$ cat config.mk
export PLATFORM = sky130hd
export DESIGN_NAME = decode_dispatch
export DESIGN_NICKNAME = d
export VERILOG_FILES = /design/src/hdl/id_pkg.sv /design/src/hdl/decode_dispatch.sv /design/src/hdl/dispatch_window.sv /design/src/hdl/inst_decoder.sv
export SDC_FILE = /design/constraint.sdc
export NUM_CORES = 1
export LEC_CHECK = 0
export ABC_AREA = 0
export BUFFER_PORTS_ARGS = -buffer_cell sky130_fd_sc_hd__clkbuf_2
export CORE_AREA = 2 2 157 159
export DETAILED_ROUTE_END_ITERATION = 8
export DIE_AREA = 0 0 159 161
export PLACE_DENSITY_LB_ADDON = 0.08
export SLEW_MARGIN = 10
export SYNTH_ARGS = -nofsm -noshare
export SYNTH_HDL_FRONTEND = slang
export SYNTH_SLANG_ARGS = --single-unit
$ cat constraint.sdc
create_clock -name clock -period 17.9 [get_ports clock]
set_clock_uncertainty 0.2 [all_clocks]
set_input_delay 0.895 -clock clock [delete_from_list [all_inputs] [get_ports clock]]
set_output_delay 0.895 -clock clock [all_outputs]
set_load 0.005 [all_outputs]
$ cat src/hdl/id_pkg.sv
// id_pkg package with instruction-set widths, opcode and function enums, fetch and decoded structs
package id_pkg;

  localparam int INST_W = 32;      // alpha instruction word
  localparam int ADDR_W = 64;      // next-pc width
  localparam int REG_W  = 5;       // 32 integer registers
  localparam int FUNC_W = 7;       // operate function field, bits 11..5
  localparam int PAL_W  = 26;      // pal function field, bits 25..0

  typedef logic [INST_W-1:0] inst_t;
  typedef logic [ADDR_W-1:0] addr_t;
  typedef logic [REG_W-1:0]  reg_idx_t;
  typedef logic [1:0]        count_t;   // 0..2, capacities and counts

  localparam reg_idx_t ZERO_REG = 5'd31;              // r31, no writeback
  localparam logic [PAL_W-1:0] PAL_HALT = 26'h0;      // call_pal halt

  // primary opcodes, bits 31..26
  typedef enum logic [5:0] {
    OP_PAL   = 6'h00,
    OP_LDA   = 6'h08,
    OP_INTA  = 6'h10,   // integer arithmetic
    OP_INTL  = 6'h11,   // integer logical
    OP_INTS  = 6'h12,   // integer shift
    OP_INTM  = 6'h13,   // integer multiply
    OP_JSR   = 6'h1a,   // jmp, jsr, ret, jsr_co
    OP_LDQ   = 6'h29,
    OP_LDQ_L = 6'h2b,
    OP_STQ   = 6'h2d,
    OP_STQ_C = 6'h2f,
    OP_BR    = 6'h30,
    OP_BSR   = 6'h34
  } opcode_e;

  // Function codes repeat between operate groups (0x20 is ADDQ, BIS and MULQ),
  // so each group gets its own enum over the same 7-bit field.
  typedef enum logic [FUNC_W-1:0] {
    ARITH_CMPULT = 7'h1d,
    ARITH_ADDQ   = 7'h20,
    ARITH_SUBQ   = 7'h29,
    ARITH_CMPEQ  = 7'h2d,
    ARITH_CMPULE = 7'h3d,
    ARITH_CMPLT  = 7'h4d,
    ARITH_CMPLE  = 7'h6d
  } arith_func_e;

  typedef enum logic [FUNC_W-1:0] {
    LOGIC_AND   = 7'h00,
    LOGIC_BIC   = 7'h08,
    LOGIC_BIS   = 7'h20,
    LOGIC_ORNOT = 7'h28,
    LOGIC_XOR   = 7'h40,
    LOGIC_EQV   = 7'h48
  } logic_func_e;

  typedef enum logic [FUNC_W-1:0] {
    SHIFT_SRL = 7'h34,
    SHIFT_SLL = 7'h39,
    SHIFT_SRA = 7'h3c
  } shift_func_e;

  typedef enum logic [FUNC_W-1:0] {
    MULT_MULQ = 7'h20
  } mult_func_e;

  // alu operations, ADDQ is 0 so a cleared field is a harmless add
  typedef enum logic [4:0] {
    ALU_ADDQ,
    ALU_SUBQ,
    ALU_CMPEQ,
    ALU_CMPLT,
    ALU_CMPLE,
    ALU_CMPULT,
    ALU_CMPULE,
    ALU_AND,
    ALU_BIC,
    ALU_BIS,
    ALU_ORNOT,
    ALU_XOR,
    ALU_EQV,
    ALU_SRL,
    ALU_SLL,
    ALU_SRA,
    ALU_MULQ
  } alu_func_e;

  typedef enum logic [1:0] {
    OPA_REGA,       // register a value
    OPA_MEM_DISP,   // sign-extended memory displacement
    OPA_NPC,        // next pc, branch target base
    OPA_NOT3        // ~64'h3, word-aligns jump targets
  } opa_sel_e;

  typedef enum logic [1:0] {
    OPB_REGB,       // register b value
    OPB_ALU_IMM,    // 8-bit literal, bits 20..13
    OPB_BR_DISP     // branch displacement << 2
  } opb_sel_e;

  // one instruction as offered by fetch, 97 bits
  typedef struct packed {
    inst_t inst;
    addr_t npc;
    logic  valid;
  } fetch_t;

  // decoded controls for one instruction
  typedef struct packed {
    addr_t     npc;
    reg_idx_t  ra_idx;
    reg_idx_t  rb_idx;
    reg_idx_t  rc_idx;
    opa_sel_e  opa_select;
    opb_sel_e  opb_select;
    reg_idx_t  dest_idx;        // ZERO_REG when nothing is written
    alu_func_e alu_func;
    logic      rd_mem;
    logic      wr_mem;
    logic      ldl_mem;         // load-locked
    logic      stc_mem;         // store-conditional
    logic      cond_branch;
    logic      uncond_branch;   // branches and jumps
    logic      halt;
    logic      illegal;
    logic      valid;           // counts as a retired instruction
  } decoded_t;

endpackage

$ cat src/hdl/decode_dispatch.sv
// decode_dispatch top module, two instruction decoders feeding the dispatch window
`timescale 1ns/100ps

module decode_dispatch import id_pkg::*; (
  input  logic     clock,
  input  logic     reset,
  input  fetch_t   fetch0,         // older fetched instruction
  input  fetch_t   fetch1,         // valid only with fetch0 valid
  input  count_t   rob_cap,        // free rob entries
  input  count_t   rs_cap,         // free reservation stations
  output decoded_t slot0,          // dispatched in order, slot0 first
  output decoded_t slot1,
  output count_t   dispatch_num,
  output count_t   fetch_need      // how many fetch may offer next
);

  decoded_t decoded0;              // decode of fetch0
  decoded_t decoded1;              // decode of fetch1

  inst_decoder decoder0 (
    .fetch   (fetch0),
    .decoded (decoded0)
  );

  inst_decoder decoder1 (
    .fetch   (fetch1),
    .decoded (decoded1)
  );

  // raw fetch valids, so illegal instructions still get a slot
  dispatch_window window (
    .clock        (clock),
    .reset        (reset),
    .in0          (decoded0),
    .in1          (decoded1),
    .in_valid0    (fetch0.valid),
    .in_valid1    (fetch1.valid),
    .rob_cap      (rob_cap),
    .rs_cap       (rs_cap),
    .slot0        (slot0),
    .slot1        (slot1),
    .dispatch_num (dispatch_num),
    .fetch_need   (fetch_need)
  );

endmodule

$ cat src/hdl/dispatch_window.sv
// dispatch_window module, two-entry in-order window with dispatch and fetch need counts
`timescale 1ns/100ps

module dispatch_window import id_pkg::*; (
  input  logic     clock,
  input  logic     reset,
  input  decoded_t in0,            // older of the two offered
  input  decoded_t in1,
  input  logic     in_valid0,      // fetch valid, illegal ones still take a slot
  input  logic     in_valid1,      // only set together with in_valid0
  input  count_t   rob_cap,
  input  count_t   rs_cap,
  output decoded_t slot0,          // oldest held entry
  output decoded_t slot1,
  output count_t   dispatch_num,   // slots below this leave this cycle
  output count_t   fetch_need      // free space after this cycle's dispatch
);

  decoded_t entry0;                // head
  decoded_t entry1;
  decoded_t next0;
  decoded_t next1;
  count_t   held;                  // occupied entries
  count_t   cap;                   // tighter of rob and rs
  count_t   survivors;             // entries left after dispatch
  count_t   offered;
  count_t   accepted;
  count_t   held_next;

  assign cap          = (rob_cap < rs_cap) ? rob_cap : rs_cap;
  assign dispatch_num = (held < cap) ? held : cap;
  assign survivors    = held - dispatch_num;
  assign fetch_need   = 2'd2 - survivors;
  assign offered      = in_valid0 ? (in_valid1 ? 2'd2 : 2'd1) : 2'd0;
  assign accepted     = (offered < fetch_need) ? offered : fetch_need;   // first ones win
  assign held_next    = survivors + accepted;

  assign slot0 = entry0;
  assign slot1 = entry1;

  // survivor shifts to the head, accepted inputs fill behind it
  always_comb
  begin
    case (survivors)
      2'd0:
      begin
        next0 = in0;
        next1 = in1;
      end
      2'd1:
      begin
        next0 = (dispatch_num == 2'd0) ? entry0 : entry1;   // lone entry or the younger one
        next1 = in0;
      end
      default:
      begin
        next0 = entry0;    // full and stalled
        next1 = entry1;
      end
    endcase
  end

  always_ff @(posedge clock)
  begin
    if (reset)
      held <= 2'd0;
    else
      held <= held_next;
  end

  // payload only loads into positions that end up occupied
  always_ff @(posedge clock)
  begin
    if (held_next != 2'd0)
      entry0 <= next0;
    if (held_next == 2'd2)
      entry1 <= next1;
  end

  // the offered count assumes fetch1 never arrives alone
  valid_in_order: assert property (
    @(posedge clock) disable iff (reset) in_valid1 |-> in_valid0
  ) else $error("second input valid without the first");

  held_within_depth: assert property (
    @(posedge clock) disable iff (reset) held <= 2'd2
  ) else $error("window occupancy above two");

  // a stalled head must not change under back-pressure
  head_holds_on_stall: assert property (
    @(posedge clock) disable iff (reset)
    (held != 2'd0 && dispatch_num == 2'd0) |=> $stable(entry0)
  ) else $error("head entry changed without dispatch");

endmodule

$ cat src/hdl/inst_decoder.sv
// inst_decoder module, combinational decode of one fetched instruction into datapath controls
`timescale 1ns/100ps

module inst_decoder import id_pkg::*; (
  input  fetch_t   fetch,     // word, next-pc, valid
  output decoded_t decoded    // controls, no-op when fetch is invalid
);

  // where the writeback index comes from
  typedef enum logic [1:0] {
    DEST_NONE,
    DEST_REGA,
    DEST_REGC
  } dest_sel_e;

  opcode_e           opcode;
  logic [FUNC_W-1:0] func;
  reg_idx_t          ra_idx;
  reg_idx_t          rb_idx;
  reg_idx_t          rc_idx;
  dest_sel_e         dest_sel;
  logic              func_ok;    // operate function code is known

  assign opcode = opcode_e'(fetch.inst[31:26]);   // values outside the enum fall to default
  assign func   = fetch.inst[11:5];
  assign ra_idx = fetch.inst[25:21];
  assign rb_idx = fetch.inst[20:16];
  assign rc_idx = fetch.inst[4:0];

  always_comb
  begin
    // no-op defaults, every field explicit
    decoded.npc           = fetch.npc;     // passes through
    decoded.ra_idx        = ra_idx;
    decoded.rb_idx        = rb_idx;
    decoded.rc_idx        = rc_idx;
    decoded.opa_select    = OPA_REGA;
    decoded.opb_select    = OPB_REGB;
    decoded.alu_func      = ALU_ADDQ;
    decoded.rd_mem        = 1'b0;
    decoded.wr_mem        = 1'b0;
    decoded.ldl_mem       = 1'b0;
    decoded.stc_mem       = 1'b0;
    decoded.cond_branch   = 1'b0;
    decoded.uncond_branch = 1'b0;
    decoded.halt          = 1'b0;
    decoded.illegal       = 1'b0;
    dest_sel              = DEST_NONE;
    func_ok               = 1'b1;
    if (fetch.valid)
    begin
      case (opcode)
        OP_PAL:
        begin
          if (fetch.inst[PAL_W-1:0] == PAL_HALT)
            decoded.halt = 1'b1;
          else
            decoded.illegal = 1'b1;       // other pal calls unsupported
        end
        OP_INTA, OP_INTL, OP_INTS, OP_INTM:
        begin
          case (opcode)
            OP_INTA:
              case (arith_func_e'(func))
                ARITH_ADDQ:   decoded.alu_func = ALU_ADDQ;
                ARITH_SUBQ:   decoded.alu_func = ALU_SUBQ;
                ARITH_CMPEQ:  decoded.alu_func = ALU_CMPEQ;
                ARITH_CMPLT:  decoded.alu_func = ALU_CMPLT;
                ARITH_CMPLE:  decoded.alu_func = ALU_CMPLE;
                ARITH_CMPULT: decoded.alu_func = ALU_CMPULT;
                ARITH_CMPULE: decoded.alu_func = ALU_CMPULE;
                default:      func_ok = 1'b0;
              endcase
            OP_INTL:
              case (logic_func_e'(func))
                LOGIC_AND:   decoded.alu_func = ALU_AND;
                LOGIC_BIC:   decoded.alu_func = ALU_BIC;
                LOGIC_BIS:   decoded.alu_func = ALU_BIS;
                LOGIC_ORNOT: decoded.alu_func = ALU_ORNOT;
                LOGIC_XOR:   decoded.alu_func = ALU_XOR;
                LOGIC_EQV:   decoded.alu_func = ALU_EQV;
                default:     func_ok = 1'b0;
              endcase
            OP_INTS:
              case (shift_func_e'(func))
                SHIFT_SRL: decoded.alu_func = ALU_SRL;
                SHIFT_SLL: decoded.alu_func = ALU_SLL;
                SHIFT_SRA: decoded.alu_func = ALU_SRA;
                default:   func_ok = 1'b0;
              endcase
            default:
              case (mult_func_e'(func))
                MULT_MULQ: decoded.alu_func = ALU_MULQ;
                default:   func_ok = 1'b0;
              endcase
          endcase
          // operand b and rc only for a known function, illegal stays a no-op
          if (func_ok)
          begin
            decoded.opb_select = fetch.inst[12] ? OPB_ALU_IMM : OPB_REGB;   // literal form
            dest_sel           = DEST_REGC;
          end
          else
          begin
            decoded.illegal = 1'b1;
          end
        end
        OP_LDA, OP_LDQ, OP_LDQ_L, OP_STQ, OP_STQ_C:
        begin
          decoded.opa_select = OPA_MEM_DISP;   // address = disp + rb
          decoded.opb_select = OPB_REGB;
          decoded.alu_func   = ALU_ADDQ;
          dest_sel           = DEST_REGA;
          case (opcode)
            OP_LDQ:
              decoded.rd_mem = 1'b1;
            OP_LDQ_L:
            begin
              decoded.rd_mem  = 1'b1;
              decoded.ldl_mem = 1'b1;
            end
            OP_STQ:
            begin
              decoded.wr_mem = 1'b1;
              dest_sel       = DEST_NONE;      // plain store writes nothing
            end
            OP_STQ_C:
            begin
              decoded.wr_mem  = 1'b1;
              decoded.stc_mem = 1'b1;          // ra gets the success flag
            end
            default: ;                         // lda, just the add
          endcase
        end
        OP_JSR:
        begin
          decoded.opa_select    = OPA_NOT3;    // target = rb & ~3
          decoded.opb_select    = OPB_REGB;
          decoded.alu_func      = ALU_AND;
          dest_sel              = DEST_REGA;   // return address
          decoded.uncond_branch = 1'b1;
        end
        OP_BR, OP_BSR:
        begin
          decoded.opa_select    = OPA_NPC;
          decoded.opb_select    = OPB_BR_DISP;
          decoded.alu_func      = ALU_ADDQ;
          dest_sel              = DEST_REGA;
          decoded.uncond_branch = 1'b1;
        end
        default:
        begin
          // 0x38..0x3f integer conditional branches, the rest unsupported
          if (fetch.inst[31:29] == 3'b111)
          begin
            decoded.opa_select  = OPA_NPC;
            decoded.opb_select  = OPB_BR_DISP;
            decoded.alu_func    = ALU_ADDQ;
            decoded.cond_branch = 1'b1;
          end
          else
          begin
            decoded.illegal = 1'b1;            // fp, misc, fp branches
          end
        end
      endcase
    end
    case (dest_sel)                            // writeback index mux
      DEST_REGA: decoded.dest_idx = ra_idx;
      DEST_REGC: decoded.dest_idx = rc_idx;
      default:   decoded.dest_idx = ZERO_REG;
    endcase
    decoded.valid = fetch.valid && !decoded.illegal;
    // illegal leaves every control at its no-op value, valid included
    assert (!decoded.illegal ||
            (decoded.opa_select == OPA_REGA && decoded.opb_select == OPB_REGB &&
             decoded.alu_func == ALU_ADDQ && decoded.dest_idx == ZERO_REG &&
             {decoded.rd_mem, decoded.wr_mem, decoded.ldl_mem, decoded.stc_mem,
              decoded.cond_branch, decoded.uncond_branch, decoded.halt,
              decoded.valid} == 8'h0))
      else $error("illegal instruction left controls active");
  end

endmodule

==> results of run 1 <==
-- placed cells by master (no fill, tap or decap), types with 9 or more instances in the layout --
cell type / Yosys / layout
a21oi_1: 18 / 18
inv_1: 14 / 14
mux2_2: 163 / 163
o21ai_0: 20 / 20
nor3_1: 12 / 11
nand3_1: 16 / 16
edfxtp_1: 204 / 204
nor2_1: 30 / 30
nor4_1: 12 / 12
clkbuf_2: 0 / 407
nand4_1: 9 / 9
clkbuf_16: 0 / 24
ha_1: 14 / 13
nand2_1: 41 / 41
-- final cells by class --
class	count	area, um^2	area share
diodes	1	2.50	0.000188
clock buffers	29	619	0.0466
clock inverters	12	141	0.0106
inverters	15	56.3	0.00423
multi-input cells	468	3820	0.288
flip-flops and latches	206	6170	0.464
well taps	324	405	0.0305
repair buffers	413	2080	0.157
-- through the flow --
stage / hold slack [ps] / worst slack [ps] / area, um^2 / total power [W] / util
4_1_cts: 341 / 12530 / 13300 / 0.00268 / 0.555
2_1_floorplan: 338 / 6950 / 10200 / 0.00174 / -
3_3_place_gp: 335 / 12150 / 12500 / 0.00218 / 0.523
3_5_place_dp: 339 / 12010 / 12500 / 0.00220 / 0.523
6_report: 349 / 12590 / 13300 / 0.00264 / 0.555
5_1_grt: 346 / 12220 / 13300 / 0.00279 / 0.555
-- layer usage --
metal	wire length (um)	up-vias	global-route usage
met5	0	-	0
met4	946	0	0.0740
met3	2320	52	0.0550
met2	14900	361	0.388
met1	12300	3775	0.287
li1	-	3671	-
-- worst register-to-register path, stage by stage (launching register included) --
cell,delay (ps)
dfxtp_1,330
ha_1,280
o21ai_0,70
o21a_1,160
ha_1,220
xnor2_1,330
ha_1,330
ha_1,290
o21ai_0,150
o21a_1,150
ha_1,160
xnor2_1,120
a21oi_1,170
o31a_2,600
buf_4,920
-- worst paths after layout --
check                                startpoint                to  slack (ps)  cells after the start
worst max-delay path                 rob_cap[1]  window.slot0[62]       12590                     17
worst max register to register   window.held[1]  window.slot0[62]       12970                     14
worst min-delay path            window.slot1[5]   window.slot0[5]         350                      2
worst min register to register  window.slot1[5]   window.slot0[5]         350                      2
-- kinds of logic (layout without fill, tap and decap cells) --
group                      Yosys count  in the layout  share of synthesized area
AOI/OAI and AO/OA                  104            104                     0.0711
xor gates and xnor gates            11             11                    0.00941
adders and majority gates           14             14                     0.0171
buffers and inverters               62            469                     0.0262
DFF                                206            206                      0.602
muxes                              167            167                      0.183
other                                0              1                          0
and+or+nand+nor                    172            172                     0.0907
-- power breakdown --
part | switching, W | internal, W
clock network | 0.000187 | 0.000288
logic | 0.000640 | 0.000433
registers | 0.0000996 | 0.000992
-- sequential cells by signal (all words and copies together) (netlist names) --
signal / count
window.held: 2
window.slot0: 102
window.slot1: 102
==> results.cfg, run 1 <==
[worst_setup_path]
crit_type = in -> reg
startpoint_type = input port
required_ps = 17820
slowest_delay_ps = 920
critPathMaxFanout = 78
cpMaxStageDelayCell = buf_4
critPathArrivalTime_ps = 5220
end_kind = flip-flop
worst_path_most_repeated_cell = ha_1
crit_family = adder cells
crit_chain = clkbuf_2 -> ha_1 -> inv_1 -> ha_1 -> o21ai_0 -> o21a_1 -> ha_1 -> xnor2_1 -> ha_1 -> ha_1 -> o21ai_0 -> o21a_1 -> ha_1 -> xnor2_1 -> a21oi_1 -> o31a_2 -> buf_4
critPathBufInv = 3

[synthesis]
post-synth-top-count-cell = edfxtp_1
netlist_top_cells_count = 204 x edfxtp_1, 163 x mux2_2, 41 x nand2_1
avgSynthCellArea_um2 = 13.9
ys_ff_latch = 206
yosysUniqueCellTypes = 66
synth_fp_nets = 950
yosysWarnings = 0
synth_sequential_area_ratio = 0.602
synth_area_leaders = edfxtp_1 60%, mux2_2 18%, ha_1 1.7%
synth_async_sr_flop_share = 0
yosysTopAreaCellShare = 0.598
syn-cell-area_mm2 = 0.0102
syn_inst = 736
synth_ff_type = edfxtp_1
synth-edff-count = 204
synth_top_cell_by_area = edfxtp_1

[cts]
cts_tree = yes
clock_latency_ps = 520
cts_max_level = 1
clkTransAtPathRegs_ps = 60
ctsHoldBuffers = 0
cts_sinks = 206
cts-root-buf = clkbuf_16
cts_buffers = 24
cts_setup_buffers = 0
cts_resized = 0
clockBufferDepth = 3

[global_route]
grt.total_usage = 0.227
grt_max_degree = 86
overflow = 0
grt_pass1_wl_um = 45300
antenna_found_initial = 1
grt_pass1_vias = 7636

[placed_design]
place_inst = 1426
port_buffers = 407
dp_hpwl_um = 22900
place_congestion = 0.884

[floorplan]
start_util = 0.427
num_rows = 57
die_w_um = 159
num_io_pins = 408
design.core.area_mm2 = 0.0240
die-area_mm2 = 0.0256
dieHeight_um = 161

[finish]
fin_cells = 1468
n_fill_cell = 2142
drive_gt1_frac = 0.542
area_delta_synth_final_pct = 29.9
nNetsFinal = 1342

[sta]
setup_viol = 0
max_freq_mhz = 188
final_hold_viol_count = 0
fin_crit_sh = 0.297
period_needed_ps = 5310
relSlewSlack = 0.300
finalSetupTns_ps = 0
grt_setup_unrepaired = false
worst-slew-pin-transition_ps = 1050
report.final.slew_viol_count = 0

[run_status]
outcome = completed

[power]
peakVddDrop_mv = 0.165
p_leak_nw = 5.28
power_density_mw_per_mm2 = 199

[routing]
dr.pass1.iters = 7
route.detailed.drc = 0
viasPerCell = 5.35
wirelength_um = 30500
routedWlPerCell_um = 20.8
vias = 7859
drt_iter0_drc = 579
ant_nets = 0

[worst_hold_path]
hold_class = reg -> reg

[job]
maxCapViolCount = 0
No activity file was read; power rests on OpenSTA's default activity.
==> inputs of run 2 (changes only) <==
- CORE_AREA: 2 2 157 159 -> 2 2 161 163
- DIE_AREA: 0 0 159 161 -> 0 0 163 165
- clock period: 17.9 -> 4.49 ns (I/O delays scaled with it)
==> results.cfg, run 2 (synthesized netlist as in run 1, its figures left out) <==
[finish]
drive_gt1_frac = 0.459
final_common_cell = clkbuf_2
area_delta_synth_final_pct = 54.3
n_fill_cell = 1984
multi_input_area_mm2 = 0.00388
nNetsFinal = 1580
stdcell_area_mm2 = 0.0158
regArea_mm2 = 0.00617
final_cell_mix = 407 x clkbuf_2, 234 x dlygate4sd3_1, 204 x edfxtp_1
n_antenna_cell = 0
final_util = 0.631
fin_cells = 1711

[worst_setup_path]
startpoint_type = flip-flop
end_kind = flip-flop
required_ps = 4550
critPathMaxFanout = 54
crit_start = window.held[1]
r2r-start = window.held[1]
critPathArrivalTime_ps = 3940
crit_type = reg -> reg

[global_route]
grt_pass1_wl_um = 50400
grt_max_degree = 68
grt_pass1_vias = 8864
overflow = 0
grt.total_usage = 0.244
antenna_found_initial = 0

[routing]
vias = 8845
dr.pass1.iters = 5
wirelength_um = 34200
viasPerCell = 5.17
ant_nets = 0
drt_iter0_drc = 576
routedWlPerCell_um = 20.0
route.detailed.drc = 0

[cts]
clkTransAtPathRegs_ps = 60
cts_buffers = 24
cts-root-buf = clkbuf_16
cts_sinks = 206
clock_latency_ps = 520
cts_max_level = 1
cts_tree = yes
clockBufferDepth = 3

[sta]
period_needed_ps = 3880
worst-slew-pin-transition_ps = 894
relSlewSlack = 0.398
report.final.slew_viol_count = 0
fin_crit_sh = 0.864
grt_setup_unrepaired = false
max_freq_mhz = 258
final_hold_viol_count = 0
setup_viol = 0
whs_ps = 46.9

[power]
clockPowerShare = 0.163
comb_power_share = 0.456
switching_power_w = 0.00398
p_sw_frac = 0.349
p_int_w = 0.00742
p_leak_nw = 6.31
peakVddDrop_mv = 0.431
seqPwrFrac = 0.381
power_density_mw_per_mm2 = 721

[placed_design]
port_buffers = 407
place_congestion = 0.883
placed_area_mm2 = 0.0127
dp_hpwl_um = 23700
place_inst = 1436

[floorplan]
design.core.area_mm2 = 0.0250
dieHeight_um = 165
start_util = 0.409
die-area_mm2 = 0.0269
num_rows = 58
die_w_um = 163
num_io_pins = 408

[worst_hold_path]
min_from = fetch1[94]
hold_class = in -> reg

[job]
maxCapViolCount = 0

[run_status]
outcome = completed
-- run 2: metal layers --
metal / vias up / GRT usage / wire length [um]
li1: 4140 / - / -
met1: 4245 / 0.308 / 13600
met2: 386 / 0.413 / 16800
met3: 74 / 0.0552 / 2620
met4: 0 / 0.0861 / 1220
met5: - / 0 / 0
-- run 2: path summary, 6_finish.rpt --
kind	to	slack, ps	cells past startpoint
max reg2reg	window.slot1[100]	610	9
max	window.slot1[100]	610	9
min reg2reg	window.slot0[4]	360	2
min	window.slot1[21]	50	3
-- run 2: repair_timing --
action / CTS / global route
hold buffers: 234 / 0
gates resized for setup: 0 / 0
buffers inserted: 0 / 0
hold endpoints to repair: 170 / 0
-- run 2: cell type report --
cell class,count,share of cell area
repair buffers,651,0.287
well taps,330,0.0261
inverters,15,0.00357
flip-flops and latches,206,0.390
multi-input cells,468,0.246
clock buffers,25,0.0383
clock inverters,16,0.00895
-- run 2: critical path: stages (launching register included) --
cell	delay, ps
dfxtp_1	410
ha_4	230
o21ai_1	120
o21a_1	200
ha_2	310
inv_1	180
ha_4	330
buf_4	610
mux2_2	420
dlygate4sd3_1	560
-- run 2: power groups by stage --
stage / clock, W / combinational, W / sequential, W
after floorplan: 0 / 0.00230 / 0.00452
after global placement: 0 / 0.00468 / 0.00435
after detailed placement: 0 / 0.00471 / 0.00438
after CTS: 0.00191 / 0.00523 / 0.00434
after global routing: 0.00198 / 0.00562 / 0.00444
final: 0.00186 / 0.00520 / 0.00434
-- run 2: per-stage QoR --
| step | setup WS (ps) | setup TNS [ps] | power (W) |
|---|---|---|---|
| detailed placement | 543 | 0 | 0.00909 |
| CTS | 654 | 0 | 0.0115 |
| finish | 612 | 0 | 0.0114 |
| global route | 472 | 0 | 0.0120 |
| floorplan | -891 | -90880 | 0.00682 |
| global placement | 624 | 0 | 0.00904 |
